### src/hdl/trace_defines.svh
// commit-trace classifier widths and class count
`ifndef TRACE_DEFINES_SVH
`define TRACE_DEFINES_SVH

// instruction word as seen on the commit port
`define TRACE_ILEN      32

// architectural register index
`define TRACE_REG_W     5

// per-class commit counters, wrap on overflow
`define TRACE_CNT_W     16

// instruction classes and the select that picks one
`define TRACE_N_CLASS   8
`define TRACE_SEL_W     3

`endif

### src/hdl/trace_pkg.sv
// commit-trace classifier types: class enum, word views and decoded record
`include "trace_defines.svh"

package trace_pkg;

    // fence, ecall, ebreak and mret are counted as CSR
    typedef enum logic [`TRACE_SEL_W-1:0] {
        BASE,
        MEXT,
        LOAD,
        STORE,
        BRANCH,
        JAL,
        JALR,
        CSR
    } itype_e;

    // **********************************************************************
    // two views of one committed word
    // **********************************************************************
    typedef struct packed {
        logic [6:0]              funct7;
        logic [`TRACE_REG_W-1:0] rs2;
        logic [`TRACE_REG_W-1:0] rs1;
        logic [2:0]              funct3;
        logic [`TRACE_REG_W-1:0] rd;
        logic [6:0]              opcode;
    } rvi_fields_t;

    typedef struct packed {
        logic [`TRACE_ILEN-17:0] upper;   // not part of a compressed word
        logic [2:0]              funct3;
        logic                    b12;
        logic [4:0]              f11_7;
        logic [4:0]              f6_2;
        logic [1:0]              op;      // length bits, 11 means 32-bit
    } rvc_fields_t;

    typedef union packed {
        rvi_fields_t rvi;
        rvc_fields_t rvc;
    } instr_word_u;

    // register usage, unused fields read zero
    typedef struct packed {
        logic [`TRACE_REG_W-1:0] rs1;
        logic [`TRACE_REG_W-1:0] rs2;
        logic                    rs1_used;
        logic                    rs2_used;
        logic [`TRACE_REG_W-1:0] rd;
        logic                    rd_used;
    } reg_use_t;

    typedef struct packed {
        itype_e   itype;
        reg_use_t regs;
        logic     is_rvc;
        logic     raw;     // read-after-write on the previous record
    } trace_rec_t;

endpackage

### src/hdl/rvi_decoder.sv
// class and register usage decode of 32-bit RV32IM instruction words
`timescale 1ns/1ps

module rvi_decoder (
    input  trace_pkg::rvi_fields_t instr_i,
    output trace_pkg::itype_e      itype_o,
    output trace_pkg::reg_use_t    use_o
);

    always_comb begin
        itype_o = trace_pkg::BASE;
        use_o   = '0;
        case (instr_i.opcode[6:2])
            5'b01101, 5'b00101: begin // lui, auipc
                use_o.rd      = instr_i.rd;
                use_o.rd_used = 1'b1;
            end
            5'b11011: begin // jal
                itype_o       = trace_pkg::JAL;
                use_o.rd      = instr_i.rd;
                use_o.rd_used = 1'b1;
            end
            5'b11001: begin // jalr
                itype_o        = trace_pkg::JALR;
                use_o.rs1      = instr_i.rs1;
                use_o.rs1_used = 1'b1;
                use_o.rd       = instr_i.rd;
                use_o.rd_used  = 1'b1;
            end
            5'b00000: begin
                itype_o        = trace_pkg::LOAD;
                use_o.rs1      = instr_i.rs1;
                use_o.rs1_used = 1'b1;
                use_o.rd       = instr_i.rd;
                use_o.rd_used  = 1'b1;
            end
            5'b01000, 5'b11000: begin // store and branch have no destination
                itype_o        = instr_i.opcode[6] ? trace_pkg::BRANCH : trace_pkg::STORE;
                use_o.rs1      = instr_i.rs1;
                use_o.rs1_used = 1'b1;
                use_o.rs2      = instr_i.rs2;
                use_o.rs2_used = 1'b1;
            end
            5'b00100: begin // op-imm
                use_o.rs1      = instr_i.rs1;
                use_o.rs1_used = 1'b1;
                use_o.rd       = instr_i.rd;
                use_o.rd_used  = 1'b1;
            end
            5'b01100: begin
                if (instr_i.funct7 == 7'b0000001) begin
                    itype_o = trace_pkg::MEXT;
                end
                use_o.rs1      = instr_i.rs1;
                use_o.rs1_used = 1'b1;
                use_o.rs2      = instr_i.rs2;
                use_o.rs2_used = 1'b1;
                use_o.rd       = instr_i.rd;
                use_o.rd_used  = 1'b1;
            end
            5'b00011: begin
                itype_o = trace_pkg::CSR; // fence
            end
            5'b11100: begin
                itype_o = trace_pkg::CSR;
                if (instr_i.funct3 != 3'b000) begin
                    use_o.rd      = instr_i.rd;
                    use_o.rd_used = 1'b1;
                    if (!instr_i.funct3[2]) begin // register form, immediate forms read no rs1
                        use_o.rs1      = instr_i.rs1;
                        use_o.rs1_used = 1'b1;
                    end
                end
            end
            default: begin
                itype_o = trace_pkg::BASE;
            end
        endcase
    end

endmodule

### src/hdl/rvc_decoder.sv
// class and register usage decode of 16-bit compressed instruction words
`timescale 1ns/1ps
`include "trace_defines.svh"

module rvc_decoder (
    input  trace_pkg::rvc_fields_t instr_i,
    output trace_pkg::itype_e      itype_o,
    output trace_pkg::reg_use_t    use_o
);

    logic [`TRACE_REG_W-1:0] rs1p;  // x8..x15 from bits 9:7
    logic [`TRACE_REG_W-1:0] rs2p;  // x8..x15 from bits 4:2
    logic                    rd_zero;
    logic                    lo_zero;
    logic                    imm6_zero;

    assign rs1p      = {2'b01, instr_i.f11_7[2:0]};
    assign rs2p      = {2'b01, instr_i.f6_2[2:0]};
    assign rd_zero   = (instr_i.f11_7 == 5'd0);
    assign lo_zero   = (instr_i.f6_2 == 5'd0);
    assign imm6_zero = lo_zero & ~instr_i.b12;

    always_comb begin
        itype_o = trace_pkg::BASE;
        use_o   = '0;
        case ({instr_i.op, instr_i.funct3})
            // *****************************************************************
            // quadrant 00
            // *****************************************************************
            5'b00_000: begin // addi4spn, zero immediate is reserved
                if ({instr_i.b12, instr_i.f11_7, instr_i.f6_2[4:3]} != 8'd0) begin
                    use_o.rs1      = 5'd2;
                    use_o.rs1_used = 1'b1;
                    use_o.rd       = rs2p;
                    use_o.rd_used  = 1'b1;
                end
            end
            5'b00_010: begin
                itype_o        = trace_pkg::LOAD;
                use_o.rs1      = rs1p;
                use_o.rs1_used = 1'b1;
                use_o.rd       = rs2p;
                use_o.rd_used  = 1'b1;
            end
            5'b00_110: begin
                itype_o        = trace_pkg::STORE;
                use_o.rs1      = rs1p;
                use_o.rs1_used = 1'b1;
                use_o.rs2      = rs2p;
                use_o.rs2_used = 1'b1;
            end
            // *****************************************************************
            // quadrant 01
            // *****************************************************************
            5'b01_000: begin // c.nop when rd is x0
                use_o.rs1      = instr_i.f11_7;
                use_o.rs1_used = ~rd_zero;
                use_o.rd       = instr_i.f11_7;
                use_o.rd_used  = ~rd_zero;
            end
            5'b01_001: begin
                itype_o       = trace_pkg::JAL;
                use_o.rd      = 5'd1;
                use_o.rd_used = 1'b1;
            end
            5'b01_010: begin // c.li
                use_o.rd      = instr_i.f11_7;
                use_o.rd_used = 1'b1;
            end
            5'b01_011: begin
                if (!imm6_zero) begin
                    use_o.rd      = instr_i.f11_7;
                    use_o.rd_used = 1'b1;
                    if (instr_i.f11_7 == 5'd2) begin // addi16sp
                        use_o.rs1      = 5'd2;
                        use_o.rs1_used = 1'b1;
                    end
                end
            end
            5'b01_100: begin
                if (instr_i.f11_7[4:3] == 2'b10 || !lo_zero && !instr_i.f11_7[4]) begin
                    use_o.rs1      = rs1p;  // andi, srli, srai
                    use_o.rs1_used = 1'b1;
                    use_o.rd       = rs1p;
                    use_o.rd_used  = 1'b1;
                end else if (instr_i.f11_7[4:3] == 2'b11 && !instr_i.b12) begin
                    use_o.rs1      = rs1p;
                    use_o.rs1_used = 1'b1;
                    use_o.rs2      = rs2p;
                    use_o.rs2_used = 1'b1;
                    use_o.rd       = rs1p;
                    use_o.rd_used  = 1'b1;
                end
            end
            5'b01_101: begin
                itype_o = trace_pkg::JAL; // c.j links nothing
            end
            5'b01_110, 5'b01_111: begin // beqz, bnez
                itype_o        = trace_pkg::BRANCH;
                use_o.rs1      = rs1p;
                use_o.rs1_used = 1'b1;
            end
            // *****************************************************************
            // quadrant 10
            // *****************************************************************
            5'b10_000: begin
                if (!instr_i.b12 && !rd_zero && !lo_zero) begin // slli
                    use_o.rs1      = instr_i.f11_7;
                    use_o.rs1_used = 1'b1;
                    use_o.rd       = instr_i.f11_7;
                    use_o.rd_used  = 1'b1;
                end
            end
            5'b10_010: begin
                if (!rd_zero) begin // lwsp
                    itype_o        = trace_pkg::LOAD;
                    use_o.rs1      = 5'd2;
                    use_o.rs1_used = 1'b1;
                    use_o.rd       = instr_i.f11_7;
                    use_o.rd_used  = 1'b1;
                end
            end
            5'b10_100: begin
                if (!lo_zero) begin // mv or add
                    use_o.rs1      = instr_i.b12 ? instr_i.f11_7 : 5'd0;
                    use_o.rs1_used = instr_i.b12;
                    use_o.rs2      = instr_i.f6_2;
                    use_o.rs2_used = 1'b1;
                    use_o.rd       = instr_i.f11_7;
                    use_o.rd_used  = 1'b1;
                end else if (!rd_zero) begin // jr or jalr
                    itype_o        = trace_pkg::JALR;
                    use_o.rs1      = instr_i.f11_7;
                    use_o.rs1_used = 1'b1;
                    use_o.rd       = instr_i.b12 ? 5'd1 : 5'd0;
                    use_o.rd_used  = instr_i.b12;
                end else if (instr_i.b12) begin
                    itype_o = trace_pkg::CSR; // ebreak
                end
            end
            5'b10_110: begin // swsp, stored value in bits 6:2
                itype_o        = trace_pkg::STORE;
                use_o.rs1      = 5'd2;
                use_o.rs1_used = 1'b1;
                use_o.rs2      = instr_i.f6_2;
                use_o.rs2_used = 1'b1;
            end
            default: begin
                itype_o = trace_pkg::BASE; // reserved
            end
        endcase
    end

endmodule

### src/hdl/decode_stage.sv
// decode stage, picks the 32-bit or compressed decode and registers the record
`timescale 1ns/1ps

module decode_stage (
    input  logic                   s_clk_i,
    input  logic                   reset_i,
    input  logic                   valid_i,
    input  trace_pkg::instr_word_u instr_i,
    output logic                   valid_o,
    output trace_pkg::trace_rec_t  rec_o
);

    trace_pkg::itype_e   rvi_itype;
    trace_pkg::reg_use_t rvi_use;
    trace_pkg::itype_e   rvc_itype;
    trace_pkg::reg_use_t rvc_use;
    logic                is_rvc;

    rvi_decoder rvi_dec0 (
        .instr_i (instr_i.rvi),
        .itype_o (rvi_itype),
        .use_o   (rvi_use)
    );

    rvc_decoder rvc_dec0 (
        .instr_i (instr_i.rvc),
        .itype_o (rvc_itype),
        .use_o   (rvc_use)
    );

    assign is_rvc = (instr_i.rvc.op != 2'b11);

    always_ff @(posedge s_clk_i) begin
        if (reset_i) begin
            valid_o <= 1'b0;
        end else begin
            valid_o <= valid_i;
        end
    end

    always_ff @(posedge s_clk_i) begin
        if (valid_i) begin
            rec_o.itype  <= is_rvc ? rvc_itype : rvi_itype;
            rec_o.regs   <= is_rvc ? rvc_use : rvi_use;
            rec_o.is_rvc <= is_rvc;
            rec_o.raw    <= 1'b0; // filled in by the next stage
        end
    end

endmodule

### src/hdl/dep_execute.sv
// execute stage, flags read-after-write against the previous record
`timescale 1ns/1ps

module dep_execute (
    input  logic                  s_clk_i,
    input  logic                  reset_i,
    input  logic                  valid_i,
    input  trace_pkg::trace_rec_t rec_i,
    output logic                  valid_o,
    output trace_pkg::trace_rec_t rec_o
);

    logic [4:0] prev_rd;
    logic       prev_rd_used;  // cleared by reset, so no previous record
    logic       prev_live;
    logic       raw;

    assign prev_live = prev_rd_used && (prev_rd != 5'd0);  // x0 never carries a dependency

    assign raw = prev_live &&
                 ((rec_i.regs.rs1_used && rec_i.regs.rs1 == prev_rd) ||
                  (rec_i.regs.rs2_used && rec_i.regs.rs2 == prev_rd));

    always_ff @(posedge s_clk_i) begin
        if (reset_i) begin
            valid_o      <= 1'b0;
            prev_rd_used <= 1'b0;
        end else begin
            valid_o <= valid_i;
            if (valid_i) begin
                prev_rd_used <= rec_i.regs.rd_used;
            end
        end
    end

    always_ff @(posedge s_clk_i) begin
        if (valid_i) begin
            prev_rd   <= rec_i.regs.rd;
            rec_o     <= rec_i;
            rec_o.raw <= raw;
        end
    end

endmodule

### src/hdl/class_counters.sv
// per-class commit counters with combinational readback
`timescale 1ns/1ps
`include "trace_defines.svh"

module class_counters (
    input  logic                    s_clk_i,
    input  logic                    reset_i,
    input  logic                    valid_i,
    input  trace_pkg::itype_e       itype_i,
    input  trace_pkg::itype_e       sel_i,
    output logic [`TRACE_CNT_W-1:0] count_o
);

    logic [`TRACE_CNT_W-1:0] cnt_q [`TRACE_N_CLASS];

    // *********************************************************************
    // one wrapping counter per class
    // *********************************************************************
    always_ff @(posedge s_clk_i) begin
        if (reset_i) begin
            for (int i = 0; i < `TRACE_N_CLASS; i++) begin
                cnt_q[i] <= '0;
            end
        end else if (valid_i) begin
            cnt_q[itype_i] <= cnt_q[itype_i] + 1'b1;  // wraps at 2^16
        end
    end

    assign count_o = cnt_q[sel_i];  // stored value, no bypass of this cycle's strobe

endmodule

### src/hdl/trace_top.sv
// commit-trace classifier top, decode then dependency check then class counters
`timescale 1ns/1ps
`include "trace_defines.svh"

module trace_top (
    input  logic                    s_clk_i,
    input  logic                    reset_i,
    input  logic                    commit_valid_i,
    input  trace_pkg::instr_word_u  commit_instr_i,
    input  trace_pkg::itype_e       cnt_sel_i,
    output logic                    rec_valid_o,
    output trace_pkg::trace_rec_t   rec_o,
    output logic [`TRACE_CNT_W-1:0] cnt_o
);

    logic                  dec_valid;
    trace_pkg::trace_rec_t dec_rec;

    decode_stage dec0 (
        .s_clk_i (s_clk_i),
        .reset_i (reset_i),
        .valid_i (commit_valid_i),
        .instr_i (commit_instr_i),
        .valid_o (dec_valid),
        .rec_o   (dec_rec)
    );

    dep_execute exe0 (
        .s_clk_i (s_clk_i),
        .reset_i (reset_i),
        .valid_i (dec_valid),
        .rec_i   (dec_rec),
        .valid_o (rec_valid_o),
        .rec_o   (rec_o)
    );

    class_counters cnt0 (
        .s_clk_i (s_clk_i),
        .reset_i (reset_i),
        .valid_i (rec_valid_o),
        .itype_i (rec_o.itype),
        .sel_i   (cnt_sel_i),
        .count_o (cnt_o)
    );

endmodule

### config.mk
export PLATFORM = sky130hd
export DESIGN_NAME = trace_top
export DESIGN_NICKNAME = d
export VERILOG_FILES = /design/src/hdl/trace_pkg.sv /design/src/hdl/rvi_decoder.sv /design/src/hdl/rvc_decoder.sv /design/src/hdl/decode_stage.sv /design/src/hdl/dep_execute.sv /design/src/hdl/class_counters.sv /design/src/hdl/trace_top.sv
export VERILOG_INCLUDE_DIRS = /design/src /design/src/hdl
export SDC_FILE = /design/constraint.sdc
export NUM_CORES = 1
export LEC_CHECK = 0
export BUFFER_PORTS_ARGS = -buffer_cell sky130_fd_sc_hd__buf_2
export CELL_PAD_IN_SITES_DETAIL_PLACEMENT = 1
export CELL_PAD_IN_SITES_GLOBAL_PLACEMENT = 1
export CORE_ASPECT_RATIO = 0.9
export CORE_MARGIN = 1.5
export CORE_UTILIZATION = 54
export DETAILED_ROUTE_END_ITERATION = 10
export PLACE_DENSITY = 0.92
export SETUP_SLACK_MARGIN = 0.4
export SLEW_MARGIN = 25
export SYNTH_ARGS = -nofsm -noshare
export SYNTH_HDL_FRONTEND = slang
export SYNTH_SLANG_ARGS = --single-unit
export TNS_END_PERCENT = 10
### constraint.sdc
create_clock -name s_clk_i -period 4.8 [get_ports s_clk_i]
set_clock_uncertainty 0.1 [all_clocks]
set_input_delay 0.48 -clock s_clk_i [delete_from_list [all_inputs] [get_ports s_clk_i]]
set_output_delay 0.48 -clock s_clk_i [all_outputs]
set_load 0.05 [all_outputs]
[Word level (Yosys, flattened, before mapping)]
Memory sizes are Yosys's and may differ from the RTL's. A register that Yosys moved wholly into a read port is not among the register bits.
Cells that the tools add are included.
Operators by class
  add/sub/neg operators: 1
  equal/unequal tests: 31
  multiplexer cells: 63
  bitwise operators: 3
  reduce and logical (&&, ||, !) cells: 31
Operators with widths (count)
  $pmux W6 S10: 1
  $eq A5 B4 Y1 const B: 11
  $mux W5: 10
  $pmux W5 S9: 1
  $eq A5 B5 Y1 const B: 8
  $mux W6: 6
  $pmux W3 S6: 2
  $mux W3: 7
  $mux W1: 20
  $pmux W5 S4: 1
  $mux W18: 1
  $mux W17: 1
  $add A16 B1 Y16 const B: 1
  $mux W16: 1
  $reduce_or A16 Y1: 1
  $eq A5 B2 Y1 const B: 3
  $eq A5 B3 Y1 const B: 3
  $logic_not A5 Y1: 3
  $mux W2: 6
  $pmux W6 S2: 1
  $eq A5 B5 Y1: 2
  $pmux W5 S2: 1
  $reduce_or A2 Y1: 5
  $logic_and A1 B1 Y1: 8
  19 further kinds: 25
Word-level totals
  register bits after elaboration: 48
  RAM bits: 128
  input port bits: 38
  output and inout port bits: 40
  word-level logic and storage cells: 150
  memories kept: 1
Memory list
  cnt0.cnt_q: words 8, bits a word 16, rd ports 2, clocked after memory_dff 1, write ports 8, line class_counters.sv:14  | logic [`TRACE_CNT_W-1:0] cnt_q [`TRACE_N_CLASS];

[Logic depth before layout (Yosys ltp)]
Gate-level depths: netlist of run 1.
  depth in word-level cells: 7
  gate-level depth with buffers: 10
  depth with buffers taken out: 8

[By module]
A second synthesis of run 1 with hierarchy kept.
Unflattened totals
  cells, all modules: 783
  area, all modules: 10183.5 um^2
Modules (own cells, without submodules)
  class_counters: times used 1, cells an instance 505, area an instance 7058.0 um^2
  decode_stage: times used 1, cells an instance 50, area an instance 1034.7 um^2
  dep_execute: times used 1, cells an instance 45, area an instance 884.6 um^2
  rvc_decoder: times used 1, cells an instance 128, area an instance 835.8 um^2
  rvi_decoder: times used 1, cells an instance 55, area an instance 370.4 um^2

[Worst setup path before layout of run 1]
Ideal clock, no wire load.
  kind: input to output
  from: input port cnt_sel_i[0]
  to: output port cnt_o[0]
  arrival time: 2.186 ns
  data required time: 4.220 ns
  slack: 2.034 ns
  stages on the path: 4
  path buffers: 2
  cell sequence: clkbuf_1 > buf_1 > mux4_2 > mux2_2
On the way
  cells in the longest elaborated chain, start to end: 1
RTL lines
  start: declaration: line trace_top.sv:10  | input trace_pkg::itype_e cnt_sel_i,
  $mem_v2 Z8 W16
  end: declaration: line trace_top.sv:13  | output logic [`TRACE_CNT_W-1:0] cnt_o
No other way between the ends.

==> out/results.ini, run 1 <==
[run_status]
status = finished clean

[worst_hold_path]
min_path_type = primary input to flip-flop
worstHoldStart = commit_instr_i[20]
min_path_cells = 2

[detailed_routing]
dr.first_iter.drc_count = 822
drc_errors = 0
via_per_inst = 6.758
avgRoutedWirePerCell_um = 29.58
route.antenna.remaining_nets = 0
finalWirelength_um = 29230
first_pass_iters = 5
via_count = 6677

[sta]
period_share = 0.7648
worstMarginPinSlew_ns = 1.098
setup_viol = 0
post-route-min-period_ns = 3.671
fmax_mhz = 272.4
finalSetupTns_ns = 0
slew_headroom = 0.2680
slew_viol_final = 0
finalHoldViolCount = 0
rsz0062_at_grt = no
whs_ns = 0.2431

[synth]
synthSimpleGateAreaFrac = 0.1257
synth_flop_cell = edfxtp_1
syn-num-nets = 714
synth_compound_area_frac = 0.04834
muxShareOfSynthArea = 0.2001
synth_edf_count = 173
synth_seq_area_share = 0.5656
synth_top_family_by_area = multiplexers
synthDistinctLibCells = 62
synth_xor_xnor_area_share = 0.03129
synth_seq_cells = 179
synthArstFlopShare = 0
synth.avg_cell_area_um2 = 13.92
syn_inst = 675
synth_fa_ha_area_frac = 0.001332
synthesis.area_um2 = 9397
yosysWarnings = 0

[critical_path]
cp_num_cells = 7
reg2reg_depth = 7
slowest_stage = nor4_4
critPathMaxStageDelay_ns = 0.72
cp-end-kind = flip-flop
crit_fanout = 22
startpoint_type = flip-flop
path_delay_family = simple AND/OR/NAND/NOR gates
required_ns = 4.84
path_buf_inv = 1
path_cells = buf_4 -> mux4_2 -> mux2i_1 -> nor4_4 -> nand4_1 -> xnor2_2 -> nor2_1
arrival_ns = 3.71
crit_type = flip-flop to flip-flop

[place]
io_buffer_count = 77
dp.final_hpwl_um = 18450
dpl_cell_area_um2 = 9948
gp_congestion = 0.8922

[clock_tree]
clock_latency_ns = 0.44
postCtsResizedCells = 0
cts_buffers = 17
cts_tree = built
path_clk_slew_ns = 0.07
cts-root-buf = clkbuf_16
htreeDepth = 4
clockBufferDepth = 2
postCtsSetupBuffers = 0
ctsHoldBuffers = 0
cts.sinks = 179

[power]
pwr-share-comb = 0.167
p_sw_mw = 1.122
max-vdd-ir-drop_v = 0.0002613
powerDensity_nw_per_um2 = 362.9
p_int_mw = 2.685
p_leak_nw = 3.860
sw_frac_of_total = 0.2948
seqPwrFrac = 0.491
pwr-share-clk = 0.342

[grt]
grt_start_max_net_pins = 33
grt_pass1_wl_um = 43740
antenna_found_initial = 0
grt_pass1_vias = 7072
overflow = 0
gr-usage-all-layers = 0.3346

[die]
rows = 45
start_util = 0.5544
die_y_um = 128.1
fp.dieArea_um2 = 18200
dieWidth_um = 142.1
core_um2 = 16950
ios = 78

[layout]
final_common_cell = edfxtp_1
area_delta_synth_final_pct = 11.65
final_area_um2 = 10490
layout_common_cells = edfxtp_1 (173), nor2_1 (149), buf_2 (77), mux4_2 (52), nand2_1 (25)
drive_gt1_frac = 0.2882
finalNetCount = 779
diodes = 0

[flow_run]
maxCapViolCount = 0

==> cells in the mapped netlist, types with 3 or more instances <==
| master | instances | area [um^2] |
|---|---|---|
| nor3_1 | 6 | 30.03 |
| xnor2_2 | 10 | 162.7 |
| a22o_1 | 11 | 96.34 |
| o21ai_0 | 13 | 65.06 |
| mux2_2 | 21 | 236.5 |
| dfxtp_1 | 6 | 120.1 |
| buf_4 | 3 | 22.52 |
| nor2b_1 | 8 | 50.05 |
| inv_1 | 10 | 37.54 |
| and3_1 | 3 | 18.77 |
| clkbuf_1 | 29 | 108.9 |
| nand2_1 | 25 | 93.84 |
| a31oi_1 | 3 | 18.77 |
| nand4_1 | 6 | 37.54 |
| nor4_1 | 4 | 25.02 |
| xnor2_1 | 4 | 35.03 |
| or4_1 | 4 | 30.03 |
| a21oi_1 | 13 | 65.06 |
| buf_1 | 4 | 15.01 |
| nand2b_1 | 12 | 75.07 |
| mux4_1 | 12 | 315.3 |
| mux4_2 | 52 | 1171 |
| nor2_1 | 149 | 559.3 |
| xor2_1 | 11 | 96.34 |
| edfxtp_1 | 173 | 5195 |
| mux2i_1 | 13 | 130.1 |
| buf_6 | 4 | 45.04 |
| nand3_1 | 18 | 90.09 |
==> sequential cells by signal (all words and copies together) (netlist names), named ones only <==
register and flops:
dec0.valid_o 1, exe0.valid_o 1, cnt0.cnt_q 128, dec0.rec_o 22
exe0.rec_o 23, exe0.prev_rd_used 1
==> power by group through the flow <==
stage	clock network (mW)	logic, mW	registers (mW)
after floorplan	0	0.423	1.91
after global placement	0	0.583	1.88
after detailed placement	0	0.615	1.90
after CTS	1.30	0.628	1.87
after global routing	1.34	0.665	1.88
final	1.30	0.636	1.87
==> per-stage QoR <==
stage / power [mW] / std cells / setup WS, ns / utilization
global route: 3.886 / 988 / 0.9741 / 0.6190
CTS: 3.798 / 988 / 1.204 / 0.6187
global placement: 2.465 / 956 / 1.484 / 0.5869
finish: 3.807 / 988 / 1.129 / 0.6190
floorplan: 2.332 / 675 / 2.034 / -
detailed placement: 2.512 / 956 / 1.271 / 0.5870
==> cell type report <==
type                    instances  area (um^2)
inverters                      10        37.54
clock inverters                13        103.9
fillers                      1620         6456
repair buffers                 89        475.5
multi-input cells             443         3830
well taps                     235        294.0
clock buffers                  19        432.9
flip-flops and latches        179         5318
==> layer usage <==
layer,up-vias,part of all wire,track usage
li1,2739,-,-
met3,89,0.087,0.06500
met4,0,0.031,0.1492
met5,-,0,0
met2,464,0.51,0.5710
met1,3385,0.37,0.4176
==> kinds of logic after synthesis <==
kind of cell | count (synthesis)
xor gates and xnor gates | 25
DFF | 179
adders and majority gates | 1
and+or+nand+nor | 253
muxes | 100
AOI/OAI and AO/OA | 64
buffers and inverters | 53
==> path summary, 6_finish.rpt <==
| path | end | slack (ns) |
|---|---|---|
| hold / removal | dec0.rec_o[10] | 0.24 |
| setup reg to reg | cnt0.cnt_q[6][13] | 1.13 |
| setup / recovery | cnt0.cnt_q[6][13] | 1.13 |
| hold reg to reg | exe0.rec_o[6] | 0.33 |
(Power assumes the default switching activity.)
==> inputs of run 2 (changes only) <==
- CORE_UTILIZATION: 54 -> 50
- PLACE_DENSITY: 0.92 -> 0.87
- clock period: 4.8 -> 3.55 ns (I/O delays scaled with it)
==> run 2 against run 1 <==
  * Global-route usage down 2.7 points
  * Critical path depth decreased by 1
  * Non-clock buffer count up 16
  * Register-to-register slack lost 0.59 ns
  * Sequential power up 34%
  * Setup slack worse by 0.59 ns
  * Utilization is 3.9 points lower
  * Power increased by 38%
  * Hold slack got worse by 0.12 ns
  * Fmax is 22% higher
  * Wire length fell by 0.15%
  * Critical endpoint is now cnt0.cnt_q[0][9]
==> out/results.ini, run 2 (synthesized netlist as in run 1, its figures left out) <==
[layout]
final_common_cell = edfxtp_1  ; unchanged
drive_gt1_frac = 0.3004  ; was 0.2882
largest_register_ffs = 128  ; unchanged
layout_common_cells = edfxtp_1 (173), nor2_1 (149), buf_2 (77), mux4_2 (52), buf_4 (27)  ; was edfxtp_1 (173), nor2_1 (149), buf_2 (77), mux4_2 (52), nand2_1 (25)
final_core_util = 0.5802  ; was 0.6190
finalNetCount = 795  ; was 779
area_delta_synth_final_pct = 13.65  ; was 11.65%
regMostFlops = cnt0.cnt_q  ; unchanged
diodes = 0  ; unchanged
reg.largest.list = cnt0.cnt_q: 128 flops, exe0.rec_o: 23 flops, dec0.rec_o: 22 flops  ; unchanged

[place]
io_buffer_count = 77  ; unchanged
dp.final_hpwl_um = 18590  ; was 18450 um
gp_congestion = 0.9047  ; was 0.8922
preCtsSetupSlack_ns = 0.3795  ; was 1.271 ns

[die]
dieWidth_um = 147.5  ; was 142.1 um
rows = 47  ; was 45
start_util = 0.5105  ; was 0.5544
ios = 78  ; unchanged
die_y_um = 133.1  ; was 128.1 um
fp.dieArea_um2 = 19630  ; was 18200 um^2
core_um2 = 18410  ; was 16950 um^2

[detailed_routing]
finalWirelength_um = 29190  ; was 29230 um
top_layer = met4  ; unchanged
wirelength_met1_um = 10860  ; was 10780 um
dr.first_iter.drc_count = 692  ; was 822
first_pass_iters = 5  ; unchanged
drc_errors = 0  ; unchanged
via_count = 6758  ; was 6677
wl_met3_um = 2458  ; was 2533 um
route.antenna.remaining_nets = 0  ; unchanged
via_per_inst = 6.665  ; was 6.758
wl_met2_um = 14950  ; was 15000 um
avgRoutedWirePerCell_um = 28.78  ; was 29.58 um

[critical_path]
required_ns = 3.62  ; was 4.84 ns
path_delay_family = simple AND/OR/NAND/NOR gates  ; unchanged
path_cells = mux4_1 -> mux2i_2 -> nor4_4 -> nand3_1 -> xnor2_2 -> nor2_1  ; was buf_4 -> mux4_2 -> mux2i_1 -> nor4_4 -> nand4_1 -> xnor2_2 -> nor2_1
startpoint_type = flip-flop  ; unchanged
cp-end-kind = flip-flop  ; unchanged
slowest_stage = nor4_4  ; unchanged
crit_type = flip-flop to flip-flop  ; unchanged
arrival_ns = 3.08  ; was 3.71 ns
crit_fanout = 20  ; was 22
path_buf_inv = 0  ; was 1
critPathMaxStageDelay_ns = 0.68  ; was 0.72 ns

[run_status]
status = finished clean  ; unchanged

[power]
p_leak_nw = 3.966  ; was 3.860 nW
max-vdd-ir-drop_v = 0.0003277  ; was 0.0002613 V
report.power.total_mw = 5.256  ; was 3.807 mW
powerDensity_nw_per_um2 = 492.2  ; was 362.9 nW/um^2

[sta]
post-route-min-period_ns = 3.011  ; was 3.671 ns
setup_viol = 0  ; unchanged
worstMarginPinSlew_ns = 0.9600  ; was 1.098 ns
finalSetupTns_ns = 0  ; unchanged
rsz0062_at_grt = no  ; unchanged
finalHoldViolCount = 0  ; unchanged
timing.final.ws_setup_ns = 0.5393  ; was 1.129 ns
whs_ns = 0.1263  ; was 0.2431 ns
slew_headroom = 0.3600  ; was 0.2680
fmax_mhz = 332.1  ; was 272.4 MHz
period_share = 0.8481  ; was 0.7648
slew_viol_final = 0  ; unchanged

[clock_tree]
htreeDepth = 4  ; unchanged
clock_latency_ns = 0.44  ; about the same
path_clk_slew_ns = 0.07  ; about the same
clockBufferDepth = 2  ; unchanged
cts-root-buf = clkbuf_16  ; unchanged
postCtsSetupBuffers = 0  ; unchanged
cts.sinks = 179  ; unchanged
cts_buffers = 17  ; unchanged
cts_tree = built  ; unchanged

[grt]
grt_start_max_net_pins = 33  ; unchanged
gr-usage-all-layers = 0.3077  ; was 0.3346
antenna_found_initial = 0  ; unchanged
grt_pass1_wl_um = 43680  ; was 43740 um
overflow = 0  ; unchanged
grt_pass1_vias = 7138  ; was 7072

[flow_run]
maxCapViolCount = 0  ; unchanged

[worst_hold_path]
min_path_type = primary input to flip-flop  ; unchanged

-- run 2: cell count changes in the layout (fill, tap and decap cells not counted), moves of 2 or more --
| cell | change |
|---|---|
| buf_4 | +15 |
| clkbuf_1 | -2 |
| dfxtp_2 | -2 |
| inv_8 | +2 |
| nand2b_1 | +3 |
| nand2b_2 | -3 |
-- run 2: timing repair --
action,CTS,global route
setup endpoints to repair,19,8
resized for setup,1,1
pin swaps,0,0
hold buffers,0,0
gates cloned,0,0
-- run 2: path summary, 6_finish.rpt --
path	slack, ns	from	endpoint	cells past startpoint
max	0.54	flip-flop	cnt0.cnt_q[0][9]	6
min	0.13	commit_instr_i[18]	dec0.rec_o[18]	2
max reg2reg	0.54	flip-flop	cnt0.cnt_q[0][9]	6
min reg2reg	0.32	dec0.rec_o[7]	exe0.rec_o[7]	0
-- run 2: layout make-up --
cell class,instances,area (um^2)
Multi-Input combinational cell,443,3834
Fill cell,1785,7727
Clock buffer,17,425.4
Sequential cell,179,5319
Timing Repair Buffer,105,608.1
Inverter,10,37.54
Clock inverter,15,148.9
Tap cell,245,306.5
-- run 2: metrics by stage --
step                      cell area [um^2]  cells
after floorplan                       9397    675
after global placement               10090    982
after detailed placement             10090    982
after CTS                            10670   1014
after global routing                 10680   1014
final                                10680   1014
-- run 2: where the power goes --
group | switching, mW | leakage (nW) | internal, mW
Sequential | 0.0843 | 1.80 | 2.43
Clock | 0.868 | 0.271 | 0.985
Combinational | 0.577 | 1.89 | 0.314
-- run 2: per-layer routing --
layer  GRT usage  vias to the layer above
li1            -                     2778
met1      0.3899                     3464
met2      0.5231                      426
met3     0.06931                       90
met4      0.1050                        0
met5           0                        -
-- run 2: worst reg2reg max path, delay by kind of cell, from the launching register on --
family / cells / cell delay [ns]
mux: 2 / 0.52
xor+xnor: 1 / 0.43
simple gates: 3 / 1.12
flops: 1 / 0.59
==> inputs of run 3 (changes only) <==
- ABC_AREA: not set -> 1
- CORE_UTILIZATION: 50 -> 41
- PLACE_DENSITY: 0.87 -> 0.83
- clock period: 3.55 -> 2.4 ns (I/O delays scaled with it)
==> run 3 against run 2 <==
  * The run now ends with setup timing left
  * Utilization shrank 5.8 points
  * Hold slack got worse by 0.11 ns
  * Synthesized area up 6.9%
  * Critical path depth rose by 7
  * Fmax up 12%
  * Combinational power increased by 140%
  * Sequential share of layout area shrank 7.5 points
  * Clock-buffer cell count grew 2
  * Die area up 30%
  * Sequential power is 47% higher
  * Wire length grew 35%
  * First-iteration DRC count increased by 38%
  * Critical path type unchanged
==> out/results.ini, run 3 <==
[synth]
synth_seq_area_share = 0.5291  ; was 0.5656
synth_fa_ha_area_frac = 0.001246  ; was 0.001332
synthTopCellsByArea = edfxtp_1 (52%), nand2_1 (10%), nor2_1 (7.1%), inv_1 (5.5%), nand3_1 (4.7%)  ; was edfxtp_1 (55%), mux4_2 (12%), nor2_1 (6.0%), mux4_1 (3.4%), mux2_2 (2.5%)
synth_edf_count = 173  ; unchanged
synth_xor_xnor_area_share = 0.02005  ; was 0.03129
synth_top_area_frac = 0.5172  ; was 0.5529
synthesis.area_um2 = 10040  ; was 9397 um^2
synth_common_cells = nand2_1 (274), nor2_1 (190), edfxtp_1 (173)  ; was edfxtp_1 (173), nor2_1 (149), mux4_2 (52)
synthSimpleGateAreaFrac = 0.2521  ; was 0.1257
syn_inst = 1208  ; was 675
yosys.area.top_type = edfxtp_1  ; unchanged
synthArstFlopShare = 0  ; unchanged
synth_seq_cells = 179  ; unchanged
synth.avg_cell_area_um2 = 8.315  ; was 13.92 um^2
yosysWarnings = 0  ; unchanged
synth_compound_area_frac = 0.1129  ; was 0.04834
muxShareOfSynthArea = 0  ; was 0.2001
syn-num-nets = 1247  ; was 714
synth_flop_cell = edfxtp_1  ; unchanged
synth_top_family_by_area = simple AND/OR/NAND/NOR gates  ; was multiplexers
synthDistinctLibCells = 42  ; was 62
yosysMostFrequentCell = nand2_1  ; was edfxtp_1

[die]
rows = 54  ; was 47
core_um2 = 24120  ; was 18410 um^2
dieWidth_um = 168.0  ; was 147.5 um
die_y_um = 151.5  ; was 133.1 um
start_util = 0.4164  ; was 0.5105
fp.dieArea_um2 = 25450  ; was 19630 um^2
ios = 78  ; unchanged

[critical_path]
critPathMaxStageDelay_ns = 0.39  ; was 0.68 ns
crit_fanout = 8  ; was 20
cp-endpoint = cnt0.cnt_q[3][6]  ; was cnt0.cnt_q[0][9]
r2r_end = cnt0.cnt_q[3][6]  ; was cnt0.cnt_q[0][9]
startpoint_type = flip-flop  ; unchanged
crit_type = flip-flop to flip-flop  ; unchanged
slowest_stage = dfxtp_4  ; was nor4_4
arrival_ns = 2.77  ; was 3.08 ns
reg2reg_slack_ns = -0.29  ; was 0.54 ns
cp-end-kind = flip-flop  ; unchanged
required_ns = 2.49  ; was 3.62 ns
reg2reg_depth = 13  ; was 6
path_cells = buf_12 -> buf_6 -> o21ai_2 -> nand2_1 -> nand2_1 -> nand2_2 -> nand2_4 -> ha_4 -> nand3_4 -> nor2_4 -> xor2_2 -> buf_6 -> nor2_1  ; was mux4_1 -> mux2i_2 -> nor4_4 -> nand3_1 -> xnor2_2 -> nor2_1

[detailed_routing]
finalWirelength_um = 39480  ; was 29190 um
route.antenna.remaining_nets = 0  ; unchanged
drc_errors = 0  ; unchanged
via_per_inst = 5.852  ; was 6.665
avgRoutedWirePerCell_um = 23.86  ; was 28.78 um
via_count = 9685  ; was 6758
first_pass_iters = 5  ; unchanged
dr.first_iter.drc_count = 958  ; was 692

[grt]
grt_start_max_net_pins = 51  ; was 33
grt_pass1_wl_um = 56060  ; was 43680 um
overflow = 0  ; unchanged
gr-usage-all-layers = 0.2951  ; was 0.3077
antenna_found_initial = 1  ; was 0
grt_pass1_vias = 9953  ; was 7138

[layout]
multi_input_area_um2 = 4395  ; was 3834 um^2
area_delta_synth_final_pct = 25.34  ; was 13.65%
final_common_cell = nand2_1  ; was edfxtp_1
finalNetCount = 1373  ; was 795
diodes = 0  ; unchanged
layout_common_cells = nand2_1 (257), edfxtp_1 (173), nor2_1 (168), inv_1 (144), nand3_1 (83)  ; was edfxtp_1 (173), nor2_1 (149), buf_2 (77), mux4_2 (52), buf_4 (27)
regMostFlops = cnt0.cnt_q  ; unchanged
reg.largest.list = cnt0.cnt_q: 128 flops, exe0.rec_o: 23 flops, dec0.rec_o: 22 flops  ; unchanged
final_core_util = 0.5219  ; was 0.5802
largest_register_ffs = 128  ; unchanged
ff_latch_area_um2 = 5320  ; was 5319 um^2
drive_gt1_frac = 0.2309  ; was 0.3004
fillers = 2791  ; was 1785

[power]
max-vdd-ir-drop_v = 0.0006921  ; was 0.0003277 V
powerDensity_nw_per_um2 = 679.1  ; was 492.2 nW/um^2
p_leak_nw = 5.249  ; was 3.966 nW
report.power.total_mw = 8.549  ; was 5.256 mW

[sta]
period_share = 1.119  ; was 0.8481
slew_viol_final = 0  ; unchanged
setup_viol = 104  ; was 0
timing.final.ws_setup_ns = -0.2854  ; was 0.5393 ns
post-route-min-period_ns = 2.685  ; was 3.011 ns
whs_ns = 0.01444  ; was 0.1263 ns
rsz0062_at_grt = yes  ; was no
finalHoldViolCount = 0  ; unchanged
worstMarginPinSlew_ns = 0.5528  ; was 0.9600 ns
slew_headroom = 0.6314  ; was 0.3600
fmax_mhz = 372.4  ; was 332.1 MHz

[run_status]
violations = setup timing
status = finished with violations  ; was finished clean

[clock_tree]
cts.sinks = 179  ; unchanged
path_clk_slew_ns = 0.07  ; about the same
htreeDepth = 4  ; unchanged
cts_buffers = 17  ; unchanged
clock_latency_ns = 0.45  ; was 0.44 ns
cts_tree = built  ; unchanged
cts-root-buf = clkbuf_16  ; unchanged
clockBufferDepth = 2  ; unchanged

[place]
gp_congestion = 0.8847  ; was 0.9047
dp.final_hpwl_um = 23120  ; was 18590 um
preCtsSetupSlack_ns = -0.03244  ; was 0.3795 ns
io_buffer_count = 77  ; unchanged

[worst_hold_path]
min_path_type = primary input to flip-flop  ; unchanged

[flow_run]
maxCapViolCount = 0  ; unchanged

-- run 3: cell types whose count changed after synthesis, sizes merged, moves of 21 or more --
cell	previous run	this run
inv	10	151
nor2	149	196
a21oi	13	80
nand2	25	284
nand3	18	99
mux2	21	0
mux4	64	0
o21ai	13	78
-- run 3: routing by layer --
metal  vias to the layer above  track usage  share of wire
met1                      4741       0.3491           0.37
met2                       522       0.5338           0.50
met3                       156      0.04286          0.077
li1                       4266            -              -
met5                         -            0              0
met4                         0       0.1387          0.052
-- run 3: through the flow --
| step | setup TNS [ns] | instances | area (um^2) |
|---|---|---|---|
| after floorplan | 0 | 1208 | 10130 |
| after global placement | 0 | 1602 | 11190 |
| after detailed placement | -0.1907 | 1602 | 11190 |
| after CTS | 0 | 1645 | 12100 |
| after global routing | -19.61 | 1655 | 12590 |
| final | -12.30 | 1655 | 12590 |
-- run 3: critical path: cells and delay by family, from the launching register on --
kind | cells | cell delay (ns)
AO/OA/AOI/OAI | 1 | 0.22
XOR/XNOR | 1 | 0.26
adder cells (fa/ha/maj) | 1 | 0.16
buffers and inverters | 3 | 0.48
flip-flops | 1 | 0.39
AND/OR/NAND/NOR | 7 | 0.81
-- run 3: logic make-up after synthesis --
group	count (synthesis)
flip-flops	179
XOR/XNOR	17
adder cells (fa/ha/maj)	1
AND/OR/NAND/NOR	602
buffers and inverters	205
AO/OA/AOI/OAI	204
-- run 3: how the worst min path moves through the flow --
stage                                  start              to  slack (ns)  depth (start not counted)
after floorplan                      reset_i    dec0.valid_o        0.21                          1
after global placement         dec0.rec_o[4]   exe0.rec_o[4]        0.30                          0
after detailed placement       dec0.rec_o[4]   exe0.rec_o[4]        0.31                          0
after CTS                 commit_instr_i[21]  dec0.rec_o[11]       0.002                          3
after global routing      commit_instr_i[21]  dec0.rec_o[11]        0.01                          3
final                     commit_instr_i[21]  dec0.rec_o[11]        0.01                          3
-- run 3: report_power, final --
group / leakage (nW) / switching [mW] / internal [mW]
clock: 0.256 / 1.30 / 1.45
combinational: 3.19 / 1.44 / 0.669
sequential: 1.80 / 0.0969 / 3.59
-- run 3: area by class of cell --
cell class	instances	share of cell area
Clock buffer	19	0.03439
Clock inverter	13	0.01024
Inverter	153	0.04611
Multi-Input combinational cell	824	0.3491
Sequential cell	179	0.4226
Tap cell	308	0.03061
Timing Repair Buffer	159	0.1069
-- run 3: repair_timing --
item | in CTS | in global routing
gates resized for setup | 50 | 124
endpoints found under the hold margin | 3 | 0
cloned | 2 | 2
setup endpoints to repair | 117 | 163
pin swaps | 16 | 39
hold buffers | 2 | 0
buffers inserted | 7 | 8
